<file path="config.mk">
export PLATFORM = sky130hd
export DESIGN_NAME = cpuControl
export DESIGN_NICKNAME = d
export VERILOG_FILES = /design/src/common/ctrlPkg.sv /design/src/control/controlEncoder.sv /design/src/control/instrDecoder.sv /design/src/control/phaseSequencer.sv /design/src/cpuControl.sv
export VERILOG_INCLUDE_DIRS = /design/src /design/src/common
export SDC_FILE = /design/constraint.sdc
export NUM_CORES = 1
export LEC_CHECK = 0
export BUFFER_PORTS_ARGS = -buffer_cell sky130_fd_sc_hd__buf_2
export CAP_MARGIN = 15
export CORE_UTILIZATION = 53
export CTS_CLUSTER_DIAMETER = 60
export DETAILED_ROUTE_END_ITERATION = 12
export HOLD_SLACK_MARGIN = 0.1
export PLACE_DENSITY_LB_ADDON = 0.08
export SLEW_MARGIN = 40
export SYNTH_ARGS = -nofsm -noshare
export SYNTH_HDL_FRONTEND = slang
export SYNTH_HIERARCHICAL = 1
export SYNTH_SLANG_ARGS = --single-unit
</file>
<file path="constraint.sdc">
create_clock -name clk -period 2.9 [get_ports clk]
set_clock_uncertainty 0.05 [all_clocks]
set_input_delay 0.58 -clock clk [delete_from_list [all_inputs] [get_ports clk]]
set_output_delay 0.58 -clock clk [all_outputs]
set_load 0.01 [all_outputs]
</file>
<file path="src/common/ctrl_params.svh">
// Controller widths and datapath select codes
`ifndef CTRL_PARAMS_SVH
`define CTRL_PARAMS_SVH

// Field and control widths
`define OP_WIDTH          6
`define STEP_WIDTH        2
`define ALU_OP_WIDTH      3
`define SEL_WIDTH         2
`define WD_SEL_WIDTH      3
`define SHIFT_CTRL_WIDTH  3

// Register file write address select
`define WR_SEL_RT     `SEL_WIDTH'd0
`define WR_SEL_RD     `SEL_WIDTH'd1
`define WR_SEL_STACK  `SEL_WIDTH'd3

// Register file write data select
`define WD_SEL_ALUOUT `WD_SEL_WIDTH'd0
`define WD_SEL_SHIFT  `WD_SEL_WIDTH'd5
`define WD_SEL_STACK  `WD_SEL_WIDTH'd6

`endif

</file>
<file path="src/common/ctrlPkg.sv">
// Controller types for opcodes, instruction classes, phases and ALU/shift control
`include "ctrl_params.svh"

package ctrlPkg;

    // Opcodes named by the instruction set
    typedef enum logic [`OP_WIDTH-1:0] {
        opTypeR = `OP_WIDTH'b000_000,
        opSram  = `OP_WIDTH'b000_001,
        opJ     = `OP_WIDTH'b000_010,
        opJal   = `OP_WIDTH'b000_011,
        opBeq   = `OP_WIDTH'b000_100,
        opBne   = `OP_WIDTH'b000_101,
        opBle   = `OP_WIDTH'b000_110,
        opBgt   = `OP_WIDTH'b000_111,
        opAddi  = `OP_WIDTH'b001_000,
        opAddiu = `OP_WIDTH'b001_001,
        opSlti  = `OP_WIDTH'b001_010,
        opLui   = `OP_WIDTH'b001_111,
        opLb    = `OP_WIDTH'b100_000,
        opLh    = `OP_WIDTH'b100_001,
        opLw    = `OP_WIDTH'b100_011,
        opSb    = `OP_WIDTH'b101_000,
        opSh    = `OP_WIDTH'b101_001,
        opRt    = `OP_WIDTH'b101_011
    } opcodeT;

    // R-type funct codes
    typedef enum logic [`OP_WIDTH-1:0] {
        fnSll   = `OP_WIDTH'b000_000,
        fnSrl   = `OP_WIDTH'b000_010,
        fnSra   = `OP_WIDTH'b000_011,
        fnSllv  = `OP_WIDTH'b000_100,
        fnDivm  = `OP_WIDTH'b000_101,
        fnSrav  = `OP_WIDTH'b000_111,
        fnJr    = `OP_WIDTH'b001_000,
        fnBreak = `OP_WIDTH'b001_101,
        fnMfhi  = `OP_WIDTH'b010_000,
        fnMflo  = `OP_WIDTH'b010_010,
        fnRte   = `OP_WIDTH'b010_011,
        fnMult  = `OP_WIDTH'b011_000,
        fnDiv   = `OP_WIDTH'b011_010,
        fnAdd   = `OP_WIDTH'b100_000,
        fnSub   = `OP_WIDTH'b100_010,
        fnAnd   = `OP_WIDTH'b100_100,
        fnSlt   = `OP_WIDTH'b101_010
    } functT;

    typedef enum logic [1:0] {
        execArith,
        execShift,
        execPassThrough,
        execIllegal
    } execClassT;

    typedef enum logic [2:0] {
        phReset,
        phFetch,
        phDecode,
        phExec,
        phOverflow,
        phOpError
    } phaseT;

    typedef enum logic [1:0] {
        shLeft,
        shRightLogical,
        shRightArith
    } shiftKindT;

    // Zero means no ALU operation requested
    typedef enum logic [`ALU_OP_WIDTH-1:0] {
        aluAdd = `ALU_OP_WIDTH'd1,
        aluSub = `ALU_OP_WIDTH'd2
    } aluOpT;

endpackage

</file>
<file path="src/control/controlEncoder.sv">
// Control encoder registering the datapath controls for each phase and step
`timescale 1ns/1ps
`include "ctrl_params.svh"

module controlEncoder (
    input  logic                         clk,
    input  logic                         arstN,
    input  ctrlPkg::phaseT               phase,
    input  logic [`STEP_WIDTH-1:0]       step,
    input  ctrlPkg::execClassT           latClass,
    input  logic                         latUseImm,
    input  logic                         latIsSub,
    input  logic                         latWriteRt,
    input  logic                         latShiftVar,
    input  ctrlPkg::shiftKindT           latShiftKind,
    output logic                         pcWrite,
    output logic                         irWrite,
    output logic                         memRead,
    output logic                         loadAb,
    output logic                         aluOutLoad,
    output logic                         regWrite,
    output logic [`SEL_WIDTH-1:0]        aluSrcA,
    output logic [`SEL_WIDTH-1:0]        aluSrcB,
    output logic [`SEL_WIDTH-1:0]        wrReg,
    output logic [`SEL_WIDTH-1:0]        shiftIn,
    output logic [`SEL_WIDTH-1:0]        shiftS,
    output logic [`WD_SEL_WIDTH-1:0]     wdReg,
    output ctrlPkg::aluOpT               aluOp,
    output logic [`SHIFT_CTRL_WIDTH-1:0] shiftCtrl
);

    import ctrlPkg::*;

    // Shifter operation code per kind
    function automatic logic [`SHIFT_CTRL_WIDTH-1:0] shiftCode(input shiftKindT kind);
        case (kind)
            shRightLogical: shiftCode = `SHIFT_CTRL_WIDTH'd3;
            shRightArith:   shiftCode = `SHIFT_CTRL_WIDTH'd4;
            default:        shiftCode = `SHIFT_CTRL_WIDTH'd2;
        endcase
    endfunction

    always_ff @(posedge clk or negedge arstN) begin
        if (!arstN) begin
            pcWrite    <= 1'b0;
            irWrite    <= 1'b0;
            memRead    <= 1'b0;
            loadAb     <= 1'b0;
            aluOutLoad <= 1'b0;
            regWrite   <= 1'b0;
            aluSrcA    <= '0;
            aluSrcB    <= '0;
            wrReg      <= '0;
            shiftIn    <= '0;
            shiftS     <= '0;
            wdReg      <= '0;
            aluOp      <= aluOpT'(0);
            shiftCtrl  <= '0;
        end else begin
            pcWrite    <= 1'b0;
            irWrite    <= 1'b0;
            memRead    <= 1'b0;
            loadAb     <= 1'b0;
            aluOutLoad <= 1'b0;
            regWrite   <= 1'b0;
            aluSrcA    <= '0;
            aluSrcB    <= '0;
            wrReg      <= '0;
            shiftIn    <= '0;
            shiftS     <= '0;
            wdReg      <= '0;
            aluOp      <= aluOpT'(0);
            shiftCtrl  <= '0;

            case (phase)
                // Initialise the stack pointer register
                phReset: begin
                    regWrite <= 1'b1;
                    wrReg    <= `WR_SEL_STACK;
                    wdReg    <= `WD_SEL_STACK;
                end
                phFetch: begin
                    if (step == `STEP_WIDTH'd3) begin
                        pcWrite <= 1'b1;
                        irWrite <= 1'b1;
                    end else begin
                        // Memory read while the ALU computes PC + 4
                        memRead <= 1'b1;
                        aluSrcB <= `SEL_WIDTH'd1;
                        aluOp   <= aluAdd;
                    end
                end
                phDecode: begin
                    if (step == `STEP_WIDTH'd0) begin
                        // Branch target precomputed into ALUOut
                        aluSrcB    <= `SEL_WIDTH'd3;
                        aluOp      <= aluAdd;
                        aluOutLoad <= 1'b1;
                    end else begin
                        loadAb <= 1'b1;
                    end
                end
                phExec: begin
                    if (latClass == execArith) begin
                        if (step == `STEP_WIDTH'd0) begin
                            aluSrcA    <= `SEL_WIDTH'd2;
                            aluSrcB    <= latUseImm ? `SEL_WIDTH'd2 : `SEL_WIDTH'd0;
                            aluOp      <= latIsSub ? aluSub : aluAdd;
                            aluOutLoad <= 1'b1;
                        end else if (step == `STEP_WIDTH'd2) begin
                            regWrite <= 1'b1;
                            wrReg    <= latWriteRt ? `WR_SEL_RT : `WR_SEL_RD;
                            wdReg    <= `WD_SEL_ALUOUT;
                        end
                    end else if (latClass == execShift) begin
                        if (step == `STEP_WIDTH'd0) begin
                            // Load shifter with B and the shift amount source
                            shiftIn   <= latShiftVar ? `SEL_WIDTH'd0 : `SEL_WIDTH'd2;
                            shiftS    <= latShiftVar ? `SEL_WIDTH'd0 : `SEL_WIDTH'd1;
                            shiftCtrl <= `SHIFT_CTRL_WIDTH'd1;
                        end else if (step == `STEP_WIDTH'd1) begin
                            shiftCtrl <= shiftCode(latShiftKind);
                        end else begin
                            regWrite <= 1'b1;
                            wrReg    <= `WR_SEL_RD;
                            wdReg    <= `WD_SEL_SHIFT;
                        end
                    end
                end
                default: begin
                end
            endcase
        end
    end

endmodule

</file>
<file path="src/control/instrDecoder.sv">
// Instruction decoder mapping opcode and funct to an execution class and its variant
`timescale 1ns/1ps
`include "ctrl_params.svh"

module instrDecoder (
    input  logic [`OP_WIDTH-1:0] op,
    input  logic [`OP_WIDTH-1:0] funct,
    output ctrlPkg::execClassT   execClass,
    output logic                 useImm,
    output logic                 isSub,
    output logic                 writeRt,
    output logic                 shiftVar,
    output ctrlPkg::shiftKindT   shiftKind
);

    import ctrlPkg::*;

    always_comb begin
        execClass = execIllegal;
        useImm    = 1'b0;
        isSub     = 1'b0;
        writeRt   = 1'b0;
        shiftVar  = 1'b0;
        shiftKind = shLeft;

        if (opcodeT'(op) == opTypeR) begin
            case (functT'(funct))
                fnAdd: begin
                    execClass = execArith;
                end
                fnSub: begin
                    execClass = execArith;
                    isSub     = 1'b1;
                end
                fnSll: begin
                    execClass = execShift;
                end
                fnSrl: begin
                    execClass = execShift;
                    shiftKind = shRightLogical;
                end
                fnSra: begin
                    execClass = execShift;
                    shiftKind = shRightArith;
                end
                // Shift amount taken from rs
                fnSllv: begin
                    execClass = execShift;
                    shiftVar  = 1'b1;
                end
                fnSrav: begin
                    execClass = execShift;
                    shiftVar  = 1'b1;
                    shiftKind = shRightArith;
                end
                fnAnd, fnDiv, fnMult, fnJr, fnMfhi, fnMflo, fnSlt,
                fnBreak, fnRte, fnDivm: begin
                    execClass = execPassThrough;
                end
                default: begin
                    execClass = execIllegal;
                end
            endcase
        end else begin
            case (opcodeT'(op))
                // Immediate operand, result goes to rt
                opAddi: begin
                    execClass = execArith;
                    useImm    = 1'b1;
                    writeRt   = 1'b1;
                end
                opAddiu, opBeq, opBne, opBle, opBgt, opSram, opLb, opLh,
                opLui, opLw, opSb, opSh, opSlti, opRt, opJ, opJal: begin
                    execClass = execPassThrough;
                end
                default: begin
                    execClass = execIllegal;
                end
            endcase
        end
    end

endmodule

</file>
<file path="src/control/phaseSequencer.sv">
// Phase sequencer stepping through reset, fetch, decode and execute of each instruction
`timescale 1ns/1ps
`include "ctrl_params.svh"

module phaseSequencer (
    input  logic                   clk,
    input  logic                   arstN,
    input  ctrlPkg::execClassT     execClass,
    input  logic                   useImm,
    input  logic                   isSub,
    input  logic                   writeRt,
    input  logic                   shiftVar,
    input  ctrlPkg::shiftKindT     shiftKind,
    input  logic                   overflow,
    output ctrlPkg::phaseT         phase,
    output logic [`STEP_WIDTH-1:0] step,
    output ctrlPkg::execClassT     latClass,
    output logic                   latUseImm,
    output logic                   latIsSub,
    output logic                   latWriteRt,
    output logic                   latShiftVar,
    output ctrlPkg::shiftKindT     latShiftKind
);

    import ctrlPkg::*;

    logic [`STEP_WIDTH-1:0] stepQ;
    logic [`STEP_WIDTH-1:0] nextStep;
    phaseT                  nextPhase;
    logic                   decodeDone;
    logic                   commitStep;

    assign decodeDone = (phase == phDecode) && (stepQ == `STEP_WIDTH'd1);

    always_comb begin
        nextPhase = phase;
        nextStep  = stepQ + `STEP_WIDTH'd1;

        case (phase)
            phFetch: begin
                if (stepQ == `STEP_WIDTH'd3) begin
                    nextPhase = phDecode;
                    nextStep  = '0;
                end
            end
            phDecode: begin
                if (decodeDone) begin
                    nextPhase = (execClass == execIllegal) ? phOpError : phExec;
                    nextStep  = '0;
                end
            end
            phExec: begin
                case (latClass)
                    // Overflow seen on the second cycle diverts to phOverflow
                    execArith: begin
                        if (stepQ == `STEP_WIDTH'd1) begin
                            nextPhase = overflow ? phOverflow : phFetch;
                            nextStep  = '0;
                        end
                    end
                    execShift: begin
                        if (stepQ == `STEP_WIDTH'd2) begin
                            nextPhase = phFetch;
                            nextStep  = '0;
                        end
                    end
                    default: begin
                        nextPhase = phFetch;
                        nextStep  = '0;
                    end
                endcase
            end
            // Reset, overflow and opcode error all last one cycle
            default: begin
                nextPhase = phFetch;
                nextStep  = '0;
            end
        endcase
    end

    // Second arithmetic cycle shown as step 2 when the result is written back
    assign commitStep = (phase == phExec) && (latClass == execArith) &&
                        (stepQ == `STEP_WIDTH'd1) && (nextPhase != phOverflow);
    assign step = commitStep ? `STEP_WIDTH'd2 : stepQ;

    always_ff @(posedge clk or negedge arstN) begin
        if (!arstN) begin
            phase <= phReset;
            stepQ <= '0;
        end else begin
            phase <= nextPhase;
            stepQ <= nextStep;
        end
    end

    // Instruction fields held through execute
    always_ff @(posedge clk) begin
        if (decodeDone) begin
            latClass     <= execClass;
            latUseImm    <= useImm;
            latIsSub     <= isSub;
            latWriteRt   <= writeRt;
            latShiftVar  <= shiftVar;
            latShiftKind <= shiftKind;
        end
    end

endmodule

</file>
<file path="src/cpuControl.sv">
// Multicycle processor controller built from decoder, sequencer and encoder
`timescale 1ns/1ps
`include "ctrl_params.svh"

module cpuControl (
    input  logic                         clk,
    input  logic                         arstN,
    input  logic [`OP_WIDTH-1:0]         op,
    input  logic [`OP_WIDTH-1:0]         funct,
    input  logic                         overflow,
    output logic                         pcWrite,
    output logic                         irWrite,
    output logic                         memRead,
    output logic                         loadAb,
    output logic                         aluOutLoad,
    output logic                         regWrite,
    output logic [`SEL_WIDTH-1:0]        aluSrcA,
    output logic [`SEL_WIDTH-1:0]        aluSrcB,
    output logic [`SEL_WIDTH-1:0]        wrReg,
    output logic [`SEL_WIDTH-1:0]        shiftIn,
    output logic [`SEL_WIDTH-1:0]        shiftS,
    output logic [`WD_SEL_WIDTH-1:0]     wdReg,
    output ctrlPkg::aluOpT               aluOp,
    output logic [`SHIFT_CTRL_WIDTH-1:0] shiftCtrl
);

    import ctrlPkg::*;

    execClassT              execClass;
    logic                   useImm;
    logic                   isSub;
    logic                   writeRt;
    logic                   shiftVar;
    shiftKindT              shiftKind;
    phaseT                  phase;
    logic [`STEP_WIDTH-1:0] step;
    execClassT              latClass;
    logic                   latUseImm;
    logic                   latIsSub;
    logic                   latWriteRt;
    logic                   latShiftVar;
    shiftKindT              latShiftKind;

    instrDecoder uDecoder (
        .op        (op),
        .funct     (funct),
        .execClass (execClass),
        .useImm    (useImm),
        .isSub     (isSub),
        .writeRt   (writeRt),
        .shiftVar  (shiftVar),
        .shiftKind (shiftKind)
    );

    phaseSequencer uSequencer (
        .clk          (clk),
        .arstN        (arstN),
        .execClass    (execClass),
        .useImm       (useImm),
        .isSub        (isSub),
        .writeRt      (writeRt),
        .shiftVar     (shiftVar),
        .shiftKind    (shiftKind),
        .overflow     (overflow),
        .phase        (phase),
        .step         (step),
        .latClass     (latClass),
        .latUseImm    (latUseImm),
        .latIsSub     (latIsSub),
        .latWriteRt   (latWriteRt),
        .latShiftVar  (latShiftVar),
        .latShiftKind (latShiftKind)
    );

    controlEncoder uEncoder (
        .clk          (clk),
        .arstN        (arstN),
        .phase        (phase),
        .step         (step),
        .latClass     (latClass),
        .latUseImm    (latUseImm),
        .latIsSub     (latIsSub),
        .latWriteRt   (latWriteRt),
        .latShiftVar  (latShiftVar),
        .latShiftKind (latShiftKind),
        .pcWrite      (pcWrite),
        .irWrite      (irWrite),
        .memRead      (memRead),
        .loadAb       (loadAb),
        .aluOutLoad   (aluOutLoad),
        .regWrite     (regWrite),
        .aluSrcA      (aluSrcA),
        .aluSrcB      (aluSrcB),
        .wrReg        (wrReg),
        .shiftIn      (shiftIn),
        .shiftS       (shiftS),
        .wdReg        (wdReg),
        .aluOp        (aluOp),
        .shiftCtrl    (shiftCtrl)
    );

endmodule

</file>
==> results.txt, run 1 <==
The flow ran to the end, and the final reports show no timing, DRC or antenna violations. The leftover overflow at the end of global routing is 0, and the power per unit of standard cell area is 718 nW/µm². The ratio of cells with drive above 1 in the final layout is 0.311, and the count of fill cells added during filler insertion is 255. The final number of max-transition violations came out at 0. Buffers inserted during clock tree synthesis total 5.

Combinational share of power: 0.363. For this run, the post-layout net count is 226. At the worst endpoint, the arrival time is 2.84 ns. STA puts the critical path data required time at 3.12 ns.

The number of global-route vias before repair was 1266. The average cell area after synthesis was 10.7 µm²; the switching part of the total was 0.343. The logs give 3490 µm² for the die area and 0 for the number of antenna violations at the first check in global routing. For the final routed database, the setup TNS stands at 0 ns.

The sequential-to-total area share from yosys stat is 0.472. The buffer depth of the longest clock path is 2, and the count of standard-cell rows is 20. 0 antenna diodes ended up in the layout. Yosys printed 6 warnings. The global router's overall resource usage is 0.205. Count of nets left with antenna violations after detail routing: 0. The worst register-to-register path has a depth of 9. Post-route clock period utilization: 0.904. In this run the worst hold path is classified as in -> async.

The tools report the count of endpoints failing setup in the final report as 0. The number of sinks on the clock net is 31, and the routed via count divided by cell count is 5.42. Clock-pin slew was measured on the worst setup and hold paths at 0.10 ns. The time the worst path needs with I/O delays and setup is 2.62 ns.

The startpoint identified for the worst register-to-register timing path is uSequencer/stepQ[1]$_DFF_PN0_. The tools report the number of failing hold endpoints at the final stage as 0. The average routed wire per standard cell came out at 12.3 µm. Kind of critical path: in -> reg. The static leakage power was 0.000954 µW. The prevailing post-synth register cell is dfrtp_1. The placed instance count is 242, and the synthesized netlist cell count is 161. TritonCTS built the clock tree. The nature of the critical path startpoint is a primary input. The clock group share of total power came out at 0.232.

The share of async-settable or async-resettable flops after synthesis is 0.742, and the number of iterations in the first detailed-routing pass is 4. The synthesized flop and latch total came out at 31. Derived from the worst setup path, the maximum achievable clock frequency is 0.381 GHz.

The netlist uses 52 different library cells. The clock tree synthesis step divided the H-tree into 2 levels. For the proportion of power drawn by flip-flops and latches, the log shows 0.405. After the first detailed-routing iteration, the DRC count stood at 49. For this run, the number of standard cells in the final layout without fillers is 250. The initial cell density of the core was 0.561. The via count of the routed design came out at 1355.

The fraction of synthesized cell area taken by the top area cell type works out to 0.333. The master cell of the clock root buffer was clkbuf_4. The tools report the internal power contribution as 972 µW.

Setup repair after global routing left no endpoint under its margin. 40 I/O pins were placed. In this run the horizontal extent of the chip is 59.1 µm.

At the end of routability-driven placement, the weighted congestion stood at 0.855. Counting flops with a built-in enable in the synthesized netlist gives 8. The later pin in the worst-skew pair is clocked with a latency of 0.33 ns.

The pin count of the biggest net entering global routing was 24; the core area was 3080 µm². The tools report the largest voltage drop on the vdd net as 0.000279 V. The worst setup path is captured at a register. After detailed routing, the number of remaining DRC violations is 0. The analysis attributes to net switching a power of 507 µW. By area the synthesized netlist is led by dfrtp_1 (33%), edfxtp_1 (14%), ha_1 (4.3%). The final routed wirelength across all metal layers was 3080 µm.

The signed area change from the synthesized netlist to the final layout works out to 19.2%. The worst register-to-register path ends at uEncoder/aluOp[1]$_DFF_PN0_. The netlist area before placement was 1730 µm². The worst register-to-register path has a setup slack of 0.44 ns.

Dominant cell type by area after synthesis: dfrtp_1. The run gives 2340 µm as the post-detailed-placement half-perimeter wirelength. During placement, the flow inserted port buffers numbering 35. The run gives 0 as the max-capacitance violation count. Wire length of the first global-routing pass: 5330 µm.

For the post-cts hold buffer count, the log shows 0. Along the worst path, the maximum fanout reaches 6. Measured along the y axis, the die boundary spans 59.1 µm.
## worst max-delay path, stage by stage
cell      delay, ns
buf_2          0.14
and3b_2        0.21
o21ai_0        0.16
o211ai_1       0.11
a31oi_1        0.23
nand3_1        0.13
a21oi_1        0.19
a21oi_2        0.08
or2_1          0.28
nor4_4         0.31
and4b_1        0.26
and2_1         0.13
## synth_stat cells, types with 2 or more instances
cell and number:
nor2b_1 4, nand3_1 6, nand3b_1 2, a21oi_1 7, nand2_1 7, nor3b_1 4
and3_1 2, o211ai_1 2, and4b_1 2, inv_1 9, and2b_1 2, or3_1 2
buf_4 8, and2_1 3, nor2_1 10, nor4_1 2, nand4_1 2, a21o_1 2
nor3_1 4, nor4_4 2, nand2b_1 5, edfxtp_1 8, and4_1 2, dfrtp_1 23
nor3b_2 2, o21ai_0 8, ha_1 6
## sequential cells by signal, summed over array words and instances (netlist names), 2 cells and up
register / count
uEncoder/shiftCtrl: 3
uEncoder/wdReg: 3
uSequencer/phase: 3
uEncoder/aluOp: 2
uEncoder/aluSrcB: 2
uSequencer/latClass: 2
uSequencer/latShiftKind: 2
uSequencer/stepQ: 2
## per-stage QoR
step	hold WS [ns]	total power [µW]	utilization	instance area (µm²)	worst slack, ns
floorplan	0.234	955	-	1740	0.166
global placement	0.391	1120	0.636	1960	0.0337
detailed placement	0.398	1130	0.636	1960	-0.117
CTS	0.147	1480	0.664	2040	0.223
global route	0.168	1590	0.669	2060	0.0276
finish	0.145	1480	0.669	2060	0.279
## kinds of logic (layout without fill, tap and decap cells)
logic type                 after synthesis  after routing  synth area share
AOI/OAI and AO/OA                       30             30             0.115
xor gates and xnor gates                 1              1           0.00507
adders and majority gates                6              6            0.0434
buffers and inverters                   19             61            0.0652
DFF                                     31             31             0.472
muxes                                    1              1           0.00579
other                                    1              4           0.00217
and+or+nand+nor                         72             72             0.291
## what timing repair did
action                                  in CTS  in global routing
gates resized for setup                      0                  2
setup buffers                                0                  0
endpoints found under the hold margin        0                  0
endpoints found under the setup margin       0                  3
## per-layer routing
| metal | wire length [µm] | track usage | share of wire | vias up |
|---|---|---|---|---|
| li1 | - | - | - | 661 |
| met1 | 1320 | 0.234 | 0.43 | 632 |
| met2 | 1530 | 0.349 | 0.50 | 54 |
| met3 | 163 | 0.0590 | 0.053 | 8 |
| met4 | 73 | 0.105 | 0.024 | 0 |
| met5 | 0 | 0 | 0 | - |
## power by group through the flow
stage	clock network [µW]	registers (µW)	logic [µW]
floorplan	0	626	329
global placement	0	607	513
detailed placement	0	609	524
CTS	354	599	526
global route	373	614	603
finish	342	599	537
## how the worst max path moves through the flow
stage | cells after the start | endpoint | start
global route | 12 | uEncoder/aluOp[1]$_DFF_PN0_ | op[3]
global placement | 11 | uEncoder/aluOp[1]$_DFF_PN0_ | funct[5]
CTS | 12 | uEncoder/aluOp[1]$_DFF_PN0_ | op[0]
detailed placement | 12 | uEncoder/aluOp[1]$_DFF_PN0_ | op[0]
floorplan | 12 | uEncoder/aluOp[1]$_DFF_PN0_ | funct[0]
finish | 12 | uEncoder/aluOp[1]$_DFF_PN0_ | funct[0]
## layout by cell type (no fill, tap or decap), types with 2 or more instances in the layout
cell type,instances
or3_1,2
buf_4,9
ha_1,6
dfrtp_1,23
a21o_1,2
inv_1,9
o211ai_1,2
nor3b_1,4
nand3_1,6
nand2_1,7
nor4_4,3
nor3b_2,2
nand2b_1,5
o21ai_0,8
and3_1,2
nand4_1,2
nand3b_1,2
buf_2,35
and4b_1,2
a21oi_1,7
nor2_1,10
nor2b_1,4
nor3_1,4
and2_1,3
and4_1,2
conb_1,4
clkbuf_4,5
edfxtp_1,8
and2b_1,2
## cell type report
class,instances,area [µm²],area share
Sequential cell,31,816,0.396
Multi-Input combinational cell,114,826,0.401
Timing Repair Buffer,44,243,0.118
Inverter,9,33.8,0.0164
Tap cell,44,55.1,0.0267
Clock buffer,6,51.3,0.0249
Clock inverter,2,35.0,0.0170
Note: power is estimated with default switching activity, not from simulation.
==> inputs of run 2 (changes only) <==
Settings changed: MAX_ROUTING_LAYER from default to met4, RECOVER_POWER from default to 100.
==> run 2 against run 1 <==
  * Non-clock buffer count stayed put
  * Core utilization down 1.9 points
  * Count of clock-buffer cells in the layout unchanged
  * Total power fell by 2.2%
  * Global-route usage grew 0.57 points
  * Combinational power is 6.0% lower
  * Die area stayed put
  * Design area fell by 2.8%
  * Final cell count unchanged
  * Largest power group unchanged
  * Routed wire length grew 1.4%
  * Largest cell class is now registers
  * First-iteration DRC count fell by 14%
  * Critical path type unchanged
  * Critical endpoint unchanged
  * Sequential share of layout area grew 1.1 points
==> results.txt, run 2 (synthesis gave the netlist of run 1 again) <==
The run finished with clean final reports. The clock network latency to the later pin of the worst-skew pair is 0.33 ns (about the same). The clock transition at the register clock pins on the worst setup and hold paths after CTS was 0.10 ns (about the same). The run gives 2340 µm (unchanged) as the post-detailed-placement half-perimeter wirelength.

Total negative setup slack: 0 ns (unchanged). In the layout the commonest cells are clkbuf_1 (25), dfrtp_1 (23), buf_2 (12), nor2_1 (10), inv_1 (9). The static leakage power came out at 0.000846 µW (-11%).

TritonCTS built the clock tree. The wire length of the first global-routing pass was 5310 µm (-0.24%). For the antenna diode count, the log shows 0 (unchanged). The tools report the number of top-level pins as 40 (unchanged). The largest registers in the layout are uEncoder/shiftCtrl (3), uEncoder/wdReg (3), uSequencer/phase (3).

The largest voltage drop on the vdd net was 0.000280 V (about the same). Kind of capture point of the worst setup path: a register. The tools report the count of endpoints failing setup in the final report as 0 (unchanged). The data arrival time at the worst-slack endpoint was 2.83 ns (about the same); the number of failing hold endpoints at the final stage was 0 (unchanged). Initial cell density of the core: 0.561 (unchanged). The count of buffers inserted at the top-level ports works out to 35 (unchanged).

Setup repair after global routing left no endpoint under its margin. The average routed wire per standard cell was 12.5 µm (+1.4%). The run gives 3080 µm² (unchanged) as the core area. For the count of fill cells added during filler insertion, the log shows 279 (+9.4%). The ratio of cells with drive above 1 in the final layout was 0.175 (-0.136); the count of routing violations after the opening detailed-route iteration was 42 (-14%). The signed area change from the synthesized netlist to the final layout was 15.9%. The signal on the critical path passes through buf_2 -> and3b_2 -> o21ai_0 -> o211ai_1 -> a31oi_1 -> nand3_1 -> a21oi_1 -> a21oi_2 -> or2_1 -> nor4_4 -> and4b_1 -> and2_0.

The run gives 20 (unchanged) as the count of standard-cell rows. Leaving out fill and tap cells, the most frequent cell in the layout is clkbuf_1. The chip height was 59.1 µm (unchanged).

The run gives 1266 (unchanged) as the number of global-route vias before repair. Time the worst path needs with I/O delays and setup: 2.62 ns (-0.00376 ns). The kind of critical path is in -> reg.

The total number of H-tree levels was 2 (unchanged); the post-cts hold buffer count was 0 (unchanged). The highest cell delay on the worst timing path came out at 0.31 ns (about the same). The leftover overflow at the end of global routing was 0 (unchanged). The die area was 3490 µm² (unchanged). The routed via count divided by cell count came out at 5.42 (about the same). The x dimension of the die is 59.1 µm (unchanged), and the power per unit of standard cell area is 722 nW/µm² (+0.61%). The number of antenna violations at the first check in global routing came out at 0 (unchanged). The run gives 31 (unchanged) as the number of sinks on the clock net.

The count of nets left with antenna violations after detail routing was 0 (unchanged). The number of iterations in the first detailed-routing pass came out at 4 (unchanged). STA classifies the critical path startpoint as a primary input. The final routed wirelength across all metal layers is 3120 µm (+1.4%), and the buffer depth of the longest clock path is 2 (unchanged).

The final number of max-transition violations was 0 (unchanged); the max-capacitance violation count was 0 (unchanged). The actual transition at the worst max-transition pin works out to 1.13 ns. The post-route clock period utilization is 0.903 (-0.00130). The via count of the routed design came out at 1354 (-0.074%). The total number of nets in the final design was 226 (unchanged).

The tools report the placer congestion estimate as 0.869 (+1.6%). The tightest min-delay check is of the in -> async type. The largest individual stage delay along the critical path comes from the cell nor4_4. The fmax is 0.382 GHz (+0.14%). Final worst hold slack: 0.394 ns (+0.249 ns). Global router's overall resource usage: 0.211 (+0.00573). The logs give 3.11 ns (about the same) for the required time of the worst setup path and 5 (unchanged) for the number of buffers created by CTS.

The highest net fanout along the worst path works out to 8 (+2). The number of remaining DRC errors came out at 0 (unchanged). The worst slew margin relative to its limit came out at 0.248.

The tools report the pin count of the biggest net entering global routing as 24 (unchanged). The tools report the master cell of the clock root buffer as clkbuf_4.
run 2: changes by cell type in the layout (fill, tap and decap cells not counted), moves of 2 or more:
cell      change
and2_0        +3
and2_1        -3
buf_2        -23
buf_4         -3
clkbuf_1     +25
nor3b_1       +2
run 2: repair_timing:
item / CTS / global route
endpoints found under the setup margin: 0 / 3
endpoints found under the hold margin: 0 / 0
buffers inserted: 0 / 0
gates resized for setup: 0 / 2
run 2: final timing paths:
check | startpoint | end | slack [ns] | cells past startpoint
setup / recovery | funct[5] | uEncoder/aluOp[1]$_DFF_PN0_ | 0.28 | 12
hold / removal | arstN | uSequencer/phase[2]$_DFF_PN0_ | 0.39 | 1
setup reg to reg | uSequencer/phase[1]$_DFF_PN0_ | uEncoder/aluOp[1]$_DFF_PN0_ | 0.34 | 7
hold reg to reg | uSequencer/latShiftKind[0]$_DFFE_PP_ | uEncoder/shiftCtrl[2]$_DFF_PN0_ | 0.41 | 1
max in group asynchronous | arstN | uEncoder/irWrite$_DFF_PN0_ | 1.73 | 1
min in group clk | uSequencer/latShiftKind[0]$_DFFE_PP_ | uEncoder/shiftCtrl[2]$_DFF_PN0_ | 0.41 | 1
run 2: routing by layer:
layer / GRT usage / vias up / part of all wire
met3: 0.0590 / 8 / 0.056
met1: 0.234 / 629 / 0.44
met5: - / - / 0
met4: 0.105 / 0 / 0.023
met2: 0.347 / 48 / 0.49
li1: - / 669 / -
run 2: critical path: cells and delay by family:
| kind | cells | cell delay (ns) |
|---|---|---|
| AOI/OAI and AO/OA | 5 | 0.77 |
| buffers and inverters | 1 | 0.14 |
| and+or+nand+nor | 6 | 1.33 |
run 2: cell type report:
| class | instances | area, µm² | share of cell area |
|---|---|---|---|
| sequential | 31 | 816 | 0.407 |
| multi-input combinational | 114 | 805 | 0.402 |
| timing repair buffer | 44 | 206 | 0.103 |
| tap | 44 | 55.1 | 0.0275 |
| clock buffer | 6 | 51.3 | 0.0256 |
| clock inverter | 2 | 35.0 | 0.0175 |
| inverter | 9 | 33.8 | 0.0169 |
run 2: per-stage QoR:
step	power (µW)	instances	instance area [µm²]	util	worst slack [ns]
2_1_floorplan	955	164	1740	-	0.166
3_3_place_gp	1120	242	1960	0.636	0.0337
3_5_place_dp	1130	242	1960	0.636	-0.117
4_1_cts	1480	250	2040	0.664	0.223
5_1_grt	1560	250	2000	0.650	0.0224
6_report	1450	250	2000	0.650	0.282
run 2: where the power goes:
| group | total, µW | switching (µW) | internal, µW |
|---|---|---|---|
| Sequential | 600 | 71.7 | 528 |
| Clock | 341 | 138 | 204 |
| Combinational | 505 | 298 | 207 |
| Total | 1450 | 507 | 939 |
